==> config.mk <==
export PLATFORM = sky130hd
export DESIGN_NAME = fpu
export DESIGN_NICKNAME = d
export VERILOG_FILES = /design/src/verilog/fpu_pkg.sv /design/src/verilog/fpu.sv /design/src/verilog/fpu_post_norm.sv /design/src/verilog/fpu_fract_arith.sv /design/src/verilog/fpu_pre_norm.sv /design/src/verilog/fpu_except.sv
export SDC_FILE = /design/constraint.sdc
export NUM_CORES = 2
export LEC_CHECK = 0
export BUFFER_PORTS_ARGS = -buffer_cell sky130_fd_sc_hd__buf_2
export CORE_UTILIZATION = 40
export DETAILED_ROUTE_END_ITERATION = 8
export PLACE_DENSITY_LB_ADDON = 0.2
export SLEW_MARGIN = 20
export SYNTH_ARGS = -nofsm -noshare
export SYNTH_HDL_FRONTEND = slang
export SYNTH_SLANG_ARGS = --single-unit
==> constraint.sdc <==
create_clock -name fpu_if -period 11.4 [get_ports fpu_if]
set_clock_uncertainty 0.1 [all_clocks]
set_input_delay 0 -clock fpu_if [delete_from_list [all_inputs] [get_ports fpu_if]]
set_output_delay 0 -clock fpu_if [all_outputs]
set_load 0.05 [all_outputs]
==> src/verilog/fpu_pkg.sv <==
`default_nettype none

package fpu_pkg;

	//////////////////////////////
	// Widths and constants
	//////////////////////////////

	localparam int EXP_BIAS = 127;
	localparam int EXP_INF = 255;                     // All-ones exponent
	localparam int FRACT_W = 27;                      // Hidden bit, 23 fraction bits, G R S
	localparam logic [31:0] QNAN_VAL = 32'h7fc00001;   // Quiet NaN word
	localparam logic [30:0] INF_VAL = 31'h7f800000;    // Magnitude only
	localparam logic [30:0] MAX_FINITE = 31'h7f7fffff; // Largest normal magnitude
	localparam int PIPE_LAT = 4;                      // Input sample to output register

	//////////////////////////////
	// Scalar types
	//////////////////////////////

	typedef logic [31:0] float_t;          // IEEE single
	typedef logic [7:0] exp_t;             // Biased exponent
	typedef logic signed [9:0] ext_exp_t;  // Room for overflow and underflow
	typedef logic [23:0] mant_t;           // Significand with hidden bit
	typedef logic [FRACT_W-1:0] fract_t;   // Aligned add/sub fraction
	typedef logic [47:0] prod_t;           // Raw sum or product

	// Supported operations
	typedef enum logic [1:0] {
		op_add = 2'b00,
		op_sub = 2'b01,
		op_mul = 2'b10
	} fpu_op_t;

	//////////////////////////////
	// Pipeline bundles
	//////////////////////////////

	typedef struct packed {
		float_t  opa;
		float_t  opb;
		fpu_op_t op;
	} fpu_in_t;

	typedef struct packed {
		logic inf;
		logic qnan;
		logic zero;
		logic overflow;
	} fpu_flags_t;

	typedef struct packed {
		float_t     result;
		fpu_flags_t flags;
	} fpu_out_t;

	// Forced special result, decided in stage 2
	typedef struct packed {
		logic forced;  // Override the computed word
		logic is_nan;  // QNAN when set, else signed INF
		logic sign;
	} special_t;

	typedef struct packed {
		fract_t   fracta;  // Larger operand
		fract_t   fractb;  // Smaller operand, aligned with sticky
		mant_t    mant_a;  // Raw significands for multiply
		mant_t    mant_b;
		ext_exp_t exp;
		logic     sign;
		logic     sub;     // Effective subtract
		logic     is_mul;
	} pre_norm_t;

	typedef struct packed {
		prod_t    fract;
		ext_exp_t exp;
		logic     sign;
		logic     is_mul;
	} arith_t;

endpackage

`default_nettype wire
==> src/verilog/fpu.sv <==
`timescale 1ns/1ps
`default_nettype none

module fpu import fpu_pkg::*; (
	input  logic     fpu_if,
	input  logic     rst_n,
	input  fpu_in_t  in,
	output fpu_out_t out
);

	fpu_in_t   in_r;        // Stage 1
	special_t  special;     // Stage 2
	special_t  special_d1;  // Stage 3
	special_t  special_d2;  // Stage 4
	pre_norm_t pre;         // Stage 2
	arith_t    arith;       // Stage 3
	arith_t    arith_r;     // Stage 4
	fpu_out_t  finite;      // Post-normalized word
	fpu_out_t  out_d;

	//////////////////////////////
	// Stage 1 input register
	//////////////////////////////

	always_ff @(posedge fpu_if or negedge rst_n) begin
		if (!rst_n) begin
			in_r <= '0;
		end else begin
			in_r <= in;
		end
	end

	fpu_except u_except (
		.fpu_if  (fpu_if),
		.rst_n   (rst_n),
		.in      (in_r),
		.special (special)
	);

	fpu_pre_norm u_pre_norm (
		.fpu_if (fpu_if),
		.rst_n  (rst_n),
		.in     (in_r),
		.pre    (pre)
	);

	fpu_fract_arith u_fract_arith (
		.fpu_if (fpu_if),
		.rst_n  (rst_n),
		.pre    (pre),
		.arith  (arith)
	);

	//////////////////////////////
	// Stage 4 alignment
	//////////////////////////////

	// Product gets a full cycle before normalization, special rides along
	always_ff @(posedge fpu_if or negedge rst_n) begin
		if (!rst_n) begin
			arith_r <= '0;
			special_d1 <= '0;
			special_d2 <= '0;
		end else begin
			arith_r <= arith;
			special_d1 <= special;
			special_d2 <= special_d1;
		end
	end

	fpu_post_norm u_post_norm (
		.fract  (arith_r.fract),
		.exp    (arith_r.exp),
		.sign   (arith_r.sign),
		.is_mul (arith_r.is_mul),
		.result (finite)
	);

	//////////////////////////////
	// Output select and register
	//////////////////////////////

	always_comb begin
		out_d = finite;
		if (special_d2.forced) begin
			out_d = '0;
			if (special_d2.is_nan) begin
				out_d.result = QNAN_VAL;
				out_d.flags.qnan = 1'b1;
			end else begin
				out_d.result = {special_d2.sign, INF_VAL}; // Signed infinity
				out_d.flags.inf = 1'b1;
			end
		end
	end

	always_ff @(posedge fpu_if or negedge rst_n) begin
		if (!rst_n) begin
			out <= '0; // Reads +0, flags low
		end else begin
			out <= out_d;
		end
	end

endmodule

`default_nettype wire

==> src/verilog/fpu_post_norm.sv <==
`timescale 1ns/1ps
`default_nettype none

module fpu_post_norm import fpu_pkg::*; (
	input  prod_t    fract,
	input  ext_exp_t exp,
	input  logic     sign,
	input  logic     is_mul,
	output fpu_out_t result
);

	// Leading zeros of the raw fraction, MSB first
	function automatic logic [5:0] lead_zeros(input prod_t f);
		logic [5:0] n;
		logic found;
		n = '0;
		found = 1'b0;
		for (int i = 47; i >= 0; i--) begin
			if (!found && f[i]) begin
				n = 6'(47 - i);
				found = 1'b1;
			end
		end
		return n;
	endfunction

	logic [5:0] lz;
	prod_t      norm;       // Leading one at bit 47
	ext_exp_t   exp_norm;
	logic       fract_zero;
	logic       zero_sign;

	//////////////////////////////
	// Normalize
	//////////////////////////////

	assign lz = lead_zeros(fract);
	assign norm = fract << lz;

	// Hidden bit sits at 46, so a one at 47 bumps the exponent
	assign exp_norm = exp + 10'sd1 - $signed({4'b0000, lz});

	assign fract_zero = (fract == '0);
	assign zero_sign = is_mul & sign; // Add/sub cancellation is +0

	//////////////////////////////
	// Range checks and pack
	//////////////////////////////

	always_comb begin
		result = '0;
		if (fract_zero) begin
			result.result = {zero_sign, 31'd0};
			result.flags.zero = 1'b1;
		end else if (exp_norm <= 0) begin
			// Tiny result, flush
			result.result = {sign, 31'd0};
			result.flags.zero = 1'b1;
		end else if (exp_norm >= EXP_INF) begin
			// Round toward zero saturates at the largest normal
			result.result = {sign, MAX_FINITE};
			result.flags.overflow = 1'b1;
		end else begin
			result.result = {sign, exp_norm[7:0], norm[46:24]}; // Truncate the rest
		end
	end

endmodule

`default_nettype wire

==> src/verilog/fpu_fract_arith.sv <==
`timescale 1ns/1ps
`default_nettype none

module fpu_fract_arith import fpu_pkg::*; (
	input  logic      fpu_if,
	input  logic      rst_n,
	input  pre_norm_t pre,
	output arith_t    arith
);

	logic [FRACT_W:0] sum;     // Carry out in the top bit
	prod_t            product; // 24x24 significand product

	//////////////////////////////
	// Fraction add/sub
	//////////////////////////////

	// fracta is never smaller than fractb, so no negative difference
	always_comb begin
		if (pre.sub) begin
			sum = {1'b0, pre.fracta} - {1'b0, pre.fractb};
		end else begin
			sum = {1'b0, pre.fracta} + {1'b0, pre.fractb};
		end
	end

	//////////////////////////////
	// Fraction multiply
	//////////////////////////////

	assign product = pre.mant_a * pre.mant_b; // Hidden bit lands on bit 46

	//////////////////////////////
	// Stage 3 register
	//////////////////////////////

	always_ff @(posedge fpu_if or negedge rst_n) begin
		if (!rst_n) begin
			arith <= '0;
		end else begin
			// Sum goes to the top so both paths share one hidden-bit position
			if (pre.is_mul) begin
				arith.fract <= product;
			end else begin
				arith.fract <= {sum, 20'd0};
			end
			arith.exp <= pre.exp;
			arith.sign <= pre.sign;
			arith.is_mul <= pre.is_mul;
		end
	end

endmodule

`default_nettype wire

==> src/verilog/fpu_pre_norm.sv <==
`timescale 1ns/1ps
`default_nettype none

module fpu_pre_norm import fpu_pkg::*; (
	input  logic      fpu_if,
	input  logic      rst_n,
	input  fpu_in_t   in,
	output pre_norm_t pre
);

	exp_t     exp_a, exp_b;
	mant_t    mant_a, mant_b;
	logic     is_mul;
	logic     sign_b;       // opb sign after op_sub negation
	logic     a_big;        // |opa| >= |opb|
	exp_t     exp_big;
	exp_t     exp_diff;     // Alignment shift
	mant_t    mant_big;
	mant_t    mant_small;
	fract_t   small_ext;
	fract_t   small_sh;
	fract_t   lost_mask;
	logic     sticky;
	ext_exp_t exp_mul;

	//////////////////////////////
	// Unpack
	//////////////////////////////

	assign exp_a = in.opa[30:23];
	assign exp_b = in.opb[30:23];

	// Exponent zero reads as a zero significand
	assign mant_a = (exp_a == '0) ? '0 : {1'b1, in.opa[22:0]};
	assign mant_b = (exp_b == '0) ? '0 : {1'b1, in.opb[22:0]};

	assign is_mul = (in.op == op_mul);
	assign sign_b = in.opb[31] ^ (in.op == op_sub);

	//////////////////////////////
	// Add/sub alignment
	//////////////////////////////

	// Magnitude compare on exponent then significand
	assign a_big = {exp_a, mant_a} >= {exp_b, mant_b};

	assign exp_big = a_big ? exp_a : exp_b;
	assign exp_diff = a_big ? (exp_a - exp_b) : (exp_b - exp_a);
	assign mant_big = a_big ? mant_a : mant_b;
	assign mant_small = a_big ? mant_b : mant_a;

	assign small_ext = {mant_small, 3'b000}; // Append G, R, S
	assign small_sh = small_ext >> exp_diff; // Large shifts give zero

	// Bits pushed out the bottom
	assign lost_mask = ~({FRACT_W{1'b1}} << exp_diff);
	assign sticky = |(small_ext & lost_mask);

	//////////////////////////////
	// Multiply exponent
	//////////////////////////////

	// Sum of biased exponents, rebiased once
	assign exp_mul = $signed({2'b00, exp_a}) + $signed({2'b00, exp_b})
		- ext_exp_t'(EXP_BIAS);

	//////////////////////////////
	// Stage 2 register
	//////////////////////////////

	always_ff @(posedge fpu_if or negedge rst_n) begin
		if (!rst_n) begin
			pre <= '0;
		end else begin
			pre.fracta <= {mant_big, 3'b000};
			pre.fractb <= {small_sh[FRACT_W-1:1], small_sh[0] | sticky}; // Sticky in LSB
			pre.mant_a <= mant_a;
			pre.mant_b <= mant_b;
			pre.exp <= is_mul ? exp_mul : $signed({2'b00, exp_big});
			// Result sign follows the larger magnitude
			pre.sign <= is_mul ? (in.opa[31] ^ in.opb[31]) :
				(a_big ? in.opa[31] : sign_b);
			pre.sub <= !is_mul & (in.opa[31] ^ sign_b);
			pre.is_mul <= is_mul;
		end
	end

endmodule

`default_nettype wire

==> src/verilog/fpu_except.sv <==
`timescale 1ns/1ps
`default_nettype none

module fpu_except import fpu_pkg::*; (
	input  logic     fpu_if,
	input  logic     rst_n,
	input  fpu_in_t  in,
	output special_t special
);

	// Returns {nan, inf, zero}, denormals count as zero
	function automatic logic [2:0] classify(input float_t f);
		exp_t e;
		logic frac_nz;
		e = f[30:23];
		frac_nz = |f[22:0];
		return {(e == exp_t'(EXP_INF)) & frac_nz, (e == exp_t'(EXP_INF)) & !frac_nz, e == '0};
	endfunction

	logic a_nan, a_inf, a_zero;
	logic b_nan, b_inf, b_zero;
	logic is_mul;
	logic sign_b;   // opb sign as seen by the adder
	logic eff_sub;
	logic nan_d;
	logic inf_d;
	logic sign_d;

	//////////////////////////////
	// Operand classes
	//////////////////////////////

	assign {a_nan, a_inf, a_zero} = classify(in.opa);
	assign {b_nan, b_inf, b_zero} = classify(in.opb);

	assign is_mul = (in.op == op_mul);
	assign sign_b = in.opb[31] ^ (in.op == op_sub);
	assign eff_sub = in.opa[31] ^ sign_b;

	// Invalid cases go to QNAN
	assign nan_d = a_nan | b_nan
		| (!is_mul & a_inf & b_inf & eff_sub)           // inf - inf
		| (is_mul & ((a_inf & b_zero) | (b_inf & a_zero))); // 0 * inf

	assign inf_d = a_inf | b_inf; // NaN takes priority in the top mux

	// Sign of the forced infinity
	assign sign_d = is_mul ? (in.opa[31] ^ in.opb[31]) :
		a_inf ? in.opa[31] : sign_b;

	//////////////////////////////
	// Stage 2 register
	//////////////////////////////

	always_ff @(posedge fpu_if or negedge rst_n) begin
		if (!rst_n) begin
			special <= '0;
		end else begin
			special.forced <= nan_d | inf_d;
			special.is_nan <= nan_d;
			special.sign <= sign_d;
		end
	end

endmodule

`default_nettype wire

==> summary.json <==
{
  "synth_to_final_area_change": {"value": 11.0, "unit": "%"},
  "grt_pass1_vias": {"value": 31000},
  "number_of_antenna_violations_at_the_first_check_in_global_routing": {"value": 5},
  "numCtsBuffers": {"value": 36},
  "timing.critical_path.from_type": {"value": "flip-flop"},
  "max_clock_freq": {"value": 124, "unit": "MHz"},
  "h-tree-depth": {"value": 2},
  "synth_flop_cell": {"value": "dfrtp_1"},
  "initial_utilization": {"value": 40.4, "unit": "%"},
  "worst_slew_pin_slew": {"value": 1320, "unit": "ps"},
  "ys_seq_elements": {"value": 343},
  "nets_in_the_synthesized_netlist": {"value": 5100},
  "full_die_area": {"value": 97400, "unit": "sq um"},
  "postRouteAntennaNets": {"value": 0},
  "post_synth_num_cell_types": {"value": 89},
  "critical_path_peak_fanout": {"value": 24},
  "most-common-layout-cells": {"value": "644 x inv_1, 569 x nand2_1, 487 x fa_1"},
  "clock_path_buffers": {"value": 3},
  "yosys_warnings": {"value": 0},
  "finalNetCount": {"value": 5209},
  "synthesis.area": {"value": 38400, "unit": "sq um"},
  "final_area": {"value": 42700, "unit": "sq um"},
  "setup_violations": {"value": 0},
  "capturing_element_type_of_the_critical_path": {"value": "flip-flop"},
  "grt_setup_unrepaired": {"value": "no"},
  "reg2reg_depth": {"value": 23},
  "outcome": {"value": "complete, no violations"},
  "route.detailed.wl_per_inst": {"value": 20.0, "unit": "um"},
  "final.period_utilization": {"value": 70.5, "unit": "%"},
  "timing_worst_setup_path_type": {"value": "flip-flop to flip-flop"},
  "first_pass_grt_wire_length": {"value": 179000, "unit": "um"},
  "worst_path_required_time": {"value": 11730, "unit": "ps"},
  "grt_overflow": {"value": 0},
  "antenna_fix_cells": {"value": 0},
  "clock_insertion_delay_worst_skew": {"value": 570, "unit": "ps"},
  "syn_area_per_cell": {"value": 9.03, "unit": "sq um"},
  "drc_errors": {"value": 0},
  "async_reset_ff_share": {"value": 100, "unit": "%"},
  "detailed_place.area": {"value": 40100, "unit": "sq um"},
  "slew_viol_final": {"value": 0},
  "grt_start_max_net_pins": {"value": 154},
  "drt_iter0_markers": {"value": 2381},
  "gp_routability_congestion": {"value": 0.926},
  "dr_pass1_iterations": {"value": 7},
  "layout_cells_sized_above_1": {"value": 6.76, "unit": "%"},
  "relSlewSlack": {"value": 12.0, "unit": "%"},
  "rows": {"value": 113},
  "maxCapViolations": {"value": 0},
  "synth-edff-count": {"value": 0},
  "via_count": {"value": 30400},
  "post_cts_resized": {"value": 0},
  "portBuffers": {"value": 103},
  "post-route-min-period": {"value": 8040, "unit": "ps"},
  "cts.reportedPaths.clkPinSlew": {"value": 70, "unit": "ps"},
  "holdPathStages": {"value": 0},
  "coreArea": {"value": 95200, "unit": "sq um"},
  "clk_root_buffer_cell": {"value": "clkbuf_16"},
  "cts_setup_buffers": {"value": 0},
  "final_common_cell": {"value": "inv_1"},
  "vias_per_cell": {"value": 5.38},
  "report.final.hold_viol_count": {"value": 0},
  "cp.arrival": {"value": 8360, "unit": "ps"},
  "ios": {"value": 104},
  "tritoncts": {"value": "done"},
  "floorplan.die.height": {"value": 312, "unit": "um"},
  "holdCritPathClass": {"value": "flip-flop to flip-flop"},
  "clkSinkCount": {"value": 343},
  "dp_hpwl": {"value": 85900, "unit": "um"},
  "die_width": {"value": 312, "unit": "um"},
  "grt_use_total": {"value": 23.4, "unit": "%"},
  "synth_seq_area_share": {"value": 22.3, "unit": "%"},
  "fin_setup_tns": {"value": 0, "unit": "ps"},
  "synth_cells": {"value": 4260},
  "worst_hold_slack": {"value": 240, "unit": "ps"},
  "routed_wirelength": {"value": 113000, "unit": "um"}
}
==> flip-flops by register name, indices dropped and copies added, names as in the netlist <==
signal / cells
arith_r: 60
special_d2: 3
out: 36
special_d1: 3
in_r: 66
u_except.special: 3
u_pre_norm.pre: 112
u_fract_arith.arith: 60
==> worst max-delay path, cell delays in order (launching register included) <==
cell and delay [ps]:
dfrtp_1 970, nand2_1 180, fa_1 580, inv_1 60
fa_1 540, inv_1 50, fa_1 480, fa_1 460
fa_1 530, inv_1 60, fa_1 480, fa_1 390
ha_1 420, a21oi_1 180, o21bai_1 70, a21o_1 210
a21oi_1 200, o21bai_1 140, or4_1 560, o211ai_1 340
a31oi_1 240, o41ai_1 290, o21ai_0 180, o21a_1 180
==> synth_stat cells (7+ instances only) <==
cell type  instances  area share (%)
or2_2             13            0.21
nor2_1           213             2.1
or3_1             15            0.24
a31oi_1           32            0.52
buf_1             16            0.16
a221oi_1          12            0.27
o2111ai_1          8            0.18
nor2b_1           18            0.29
a2111oi_0         13            0.30
mux4_2            28             1.6
a21oi_1          171             2.2
xnor2_1           55             1.3
o21a_1            19            0.37
o31ai_1           12            0.23
xor2_1            28            0.64
o211ai_1          30            0.59
inv_1            644             6.3
a21boi_0          11            0.21
clkbuf_1         194             1.9
a21o_1            48            0.94
o22ai_1           17            0.28
ha_1             285             9.3
a211oi_1          30            0.59
o21bai_1          29            0.57
a22oi_1            7            0.14
nand4_1           13            0.21
nor3_1            78             1.0
and3_1            31            0.50
nand3_1          123             1.6
and2_1           215             3.5
dfrtp_1          343              22
nor4_1            28            0.46
nand2_1          569             5.6
fa_1             487              25
or4_1              7            0.14
mux2i_1           64             1.7
o21ai_0          185             2.4
nand2b_1          24            0.39
a211o_1           17            0.39
mux2_2            19            0.56
==> layout make-up <==
type / instances / area [sq um]
Clock inverter: 14 / 174
Timing Repair Buffer: 291 / 2290
Tap cell: 1265 / 1580
Inverter: 648 / 2430
Sequential cell: 343 / 8580
Clock buffer: 48 / 997
Multi-Input combinational cell: 3049 / 26600
Fill cell: 9241 / 52500
==> metrics by stage <==
step	instances	worst slack, ps	utilization, %
4_1_cts	5658	3380	44.8
6_report	5658	3360	44.8
5_1_grt	5658	2890	44.8
3_3_place_gp	5461	3470	42.2
2_1_floorplan	4260	4390	-
3_5_place_dp	5461	3420	42.2
==> timing repair <==
action	4_1_cts	5_1_grt
hold buffers	135	0
endpoints found under the hold margin	178	0
endpoints found under the setup margin	0	0
==> logic make-up (layout without fill, tap and decap cells) <==
group / count (synthesis) / count (layout) / share of synthesized area (%)
multiplexers: 111 / 111 / 3.86
flip-flops: 343 / 343 / 22.3
XOR/XNOR: 83 / 83 / 1.89
AO/OA/AOI/OAI: 713 / 713 / 11.9
buffers and inverters: 868 / 1001 / 8.58
AND/OR/NAND/NOR: 1369 / 1369 / 16.7
adder cells (fa/ha/maj): 773 / 773 / 34.7
==> worst paths after layout <==
check                                             startpoint                                end  slack [ps]
setup reg to reg                u_pre_norm.pre[22]$_DFF_PN0_  u_fract_arith.arith[56]$_DFF_PN0_        3360
setup / recovery                u_pre_norm.pre[22]$_DFF_PN0_  u_fract_arith.arith[56]$_DFF_PN0_        3360
max in group asynchronous                              rst_n              arith_r[20]$_DFF_PN0_        9380
hold / removal             u_fract_arith.arith[58]$_DFF_PN0_              arith_r[58]$_DFF_PN0_         240
hold reg to reg            u_fract_arith.arith[58]$_DFF_PN0_              arith_r[58]$_DFF_PN0_         240
min in group asynchronous                              rst_n                 in_r[58]$_DFF_PN0_         500
==> per-layer routing <==
| metal | routed length, um | global-route usage (%) | vias to the layer above |
|---|---|---|---|
| met4 | 2950 | 6.18 | 0 |
| met2 | 53600 | 38.4 | 874 |
| met1 | 51300 | 33.0 | 15400 |
| met3 | 5550 | 2.57 | 146 |
| li1 | - | - | 14100 |
| met5 | 0 | 0 | - |
Power is left out: the tool's default activity adds up to more than one toggle a clock period on the data nets, which glitch-free logic cannot reach.
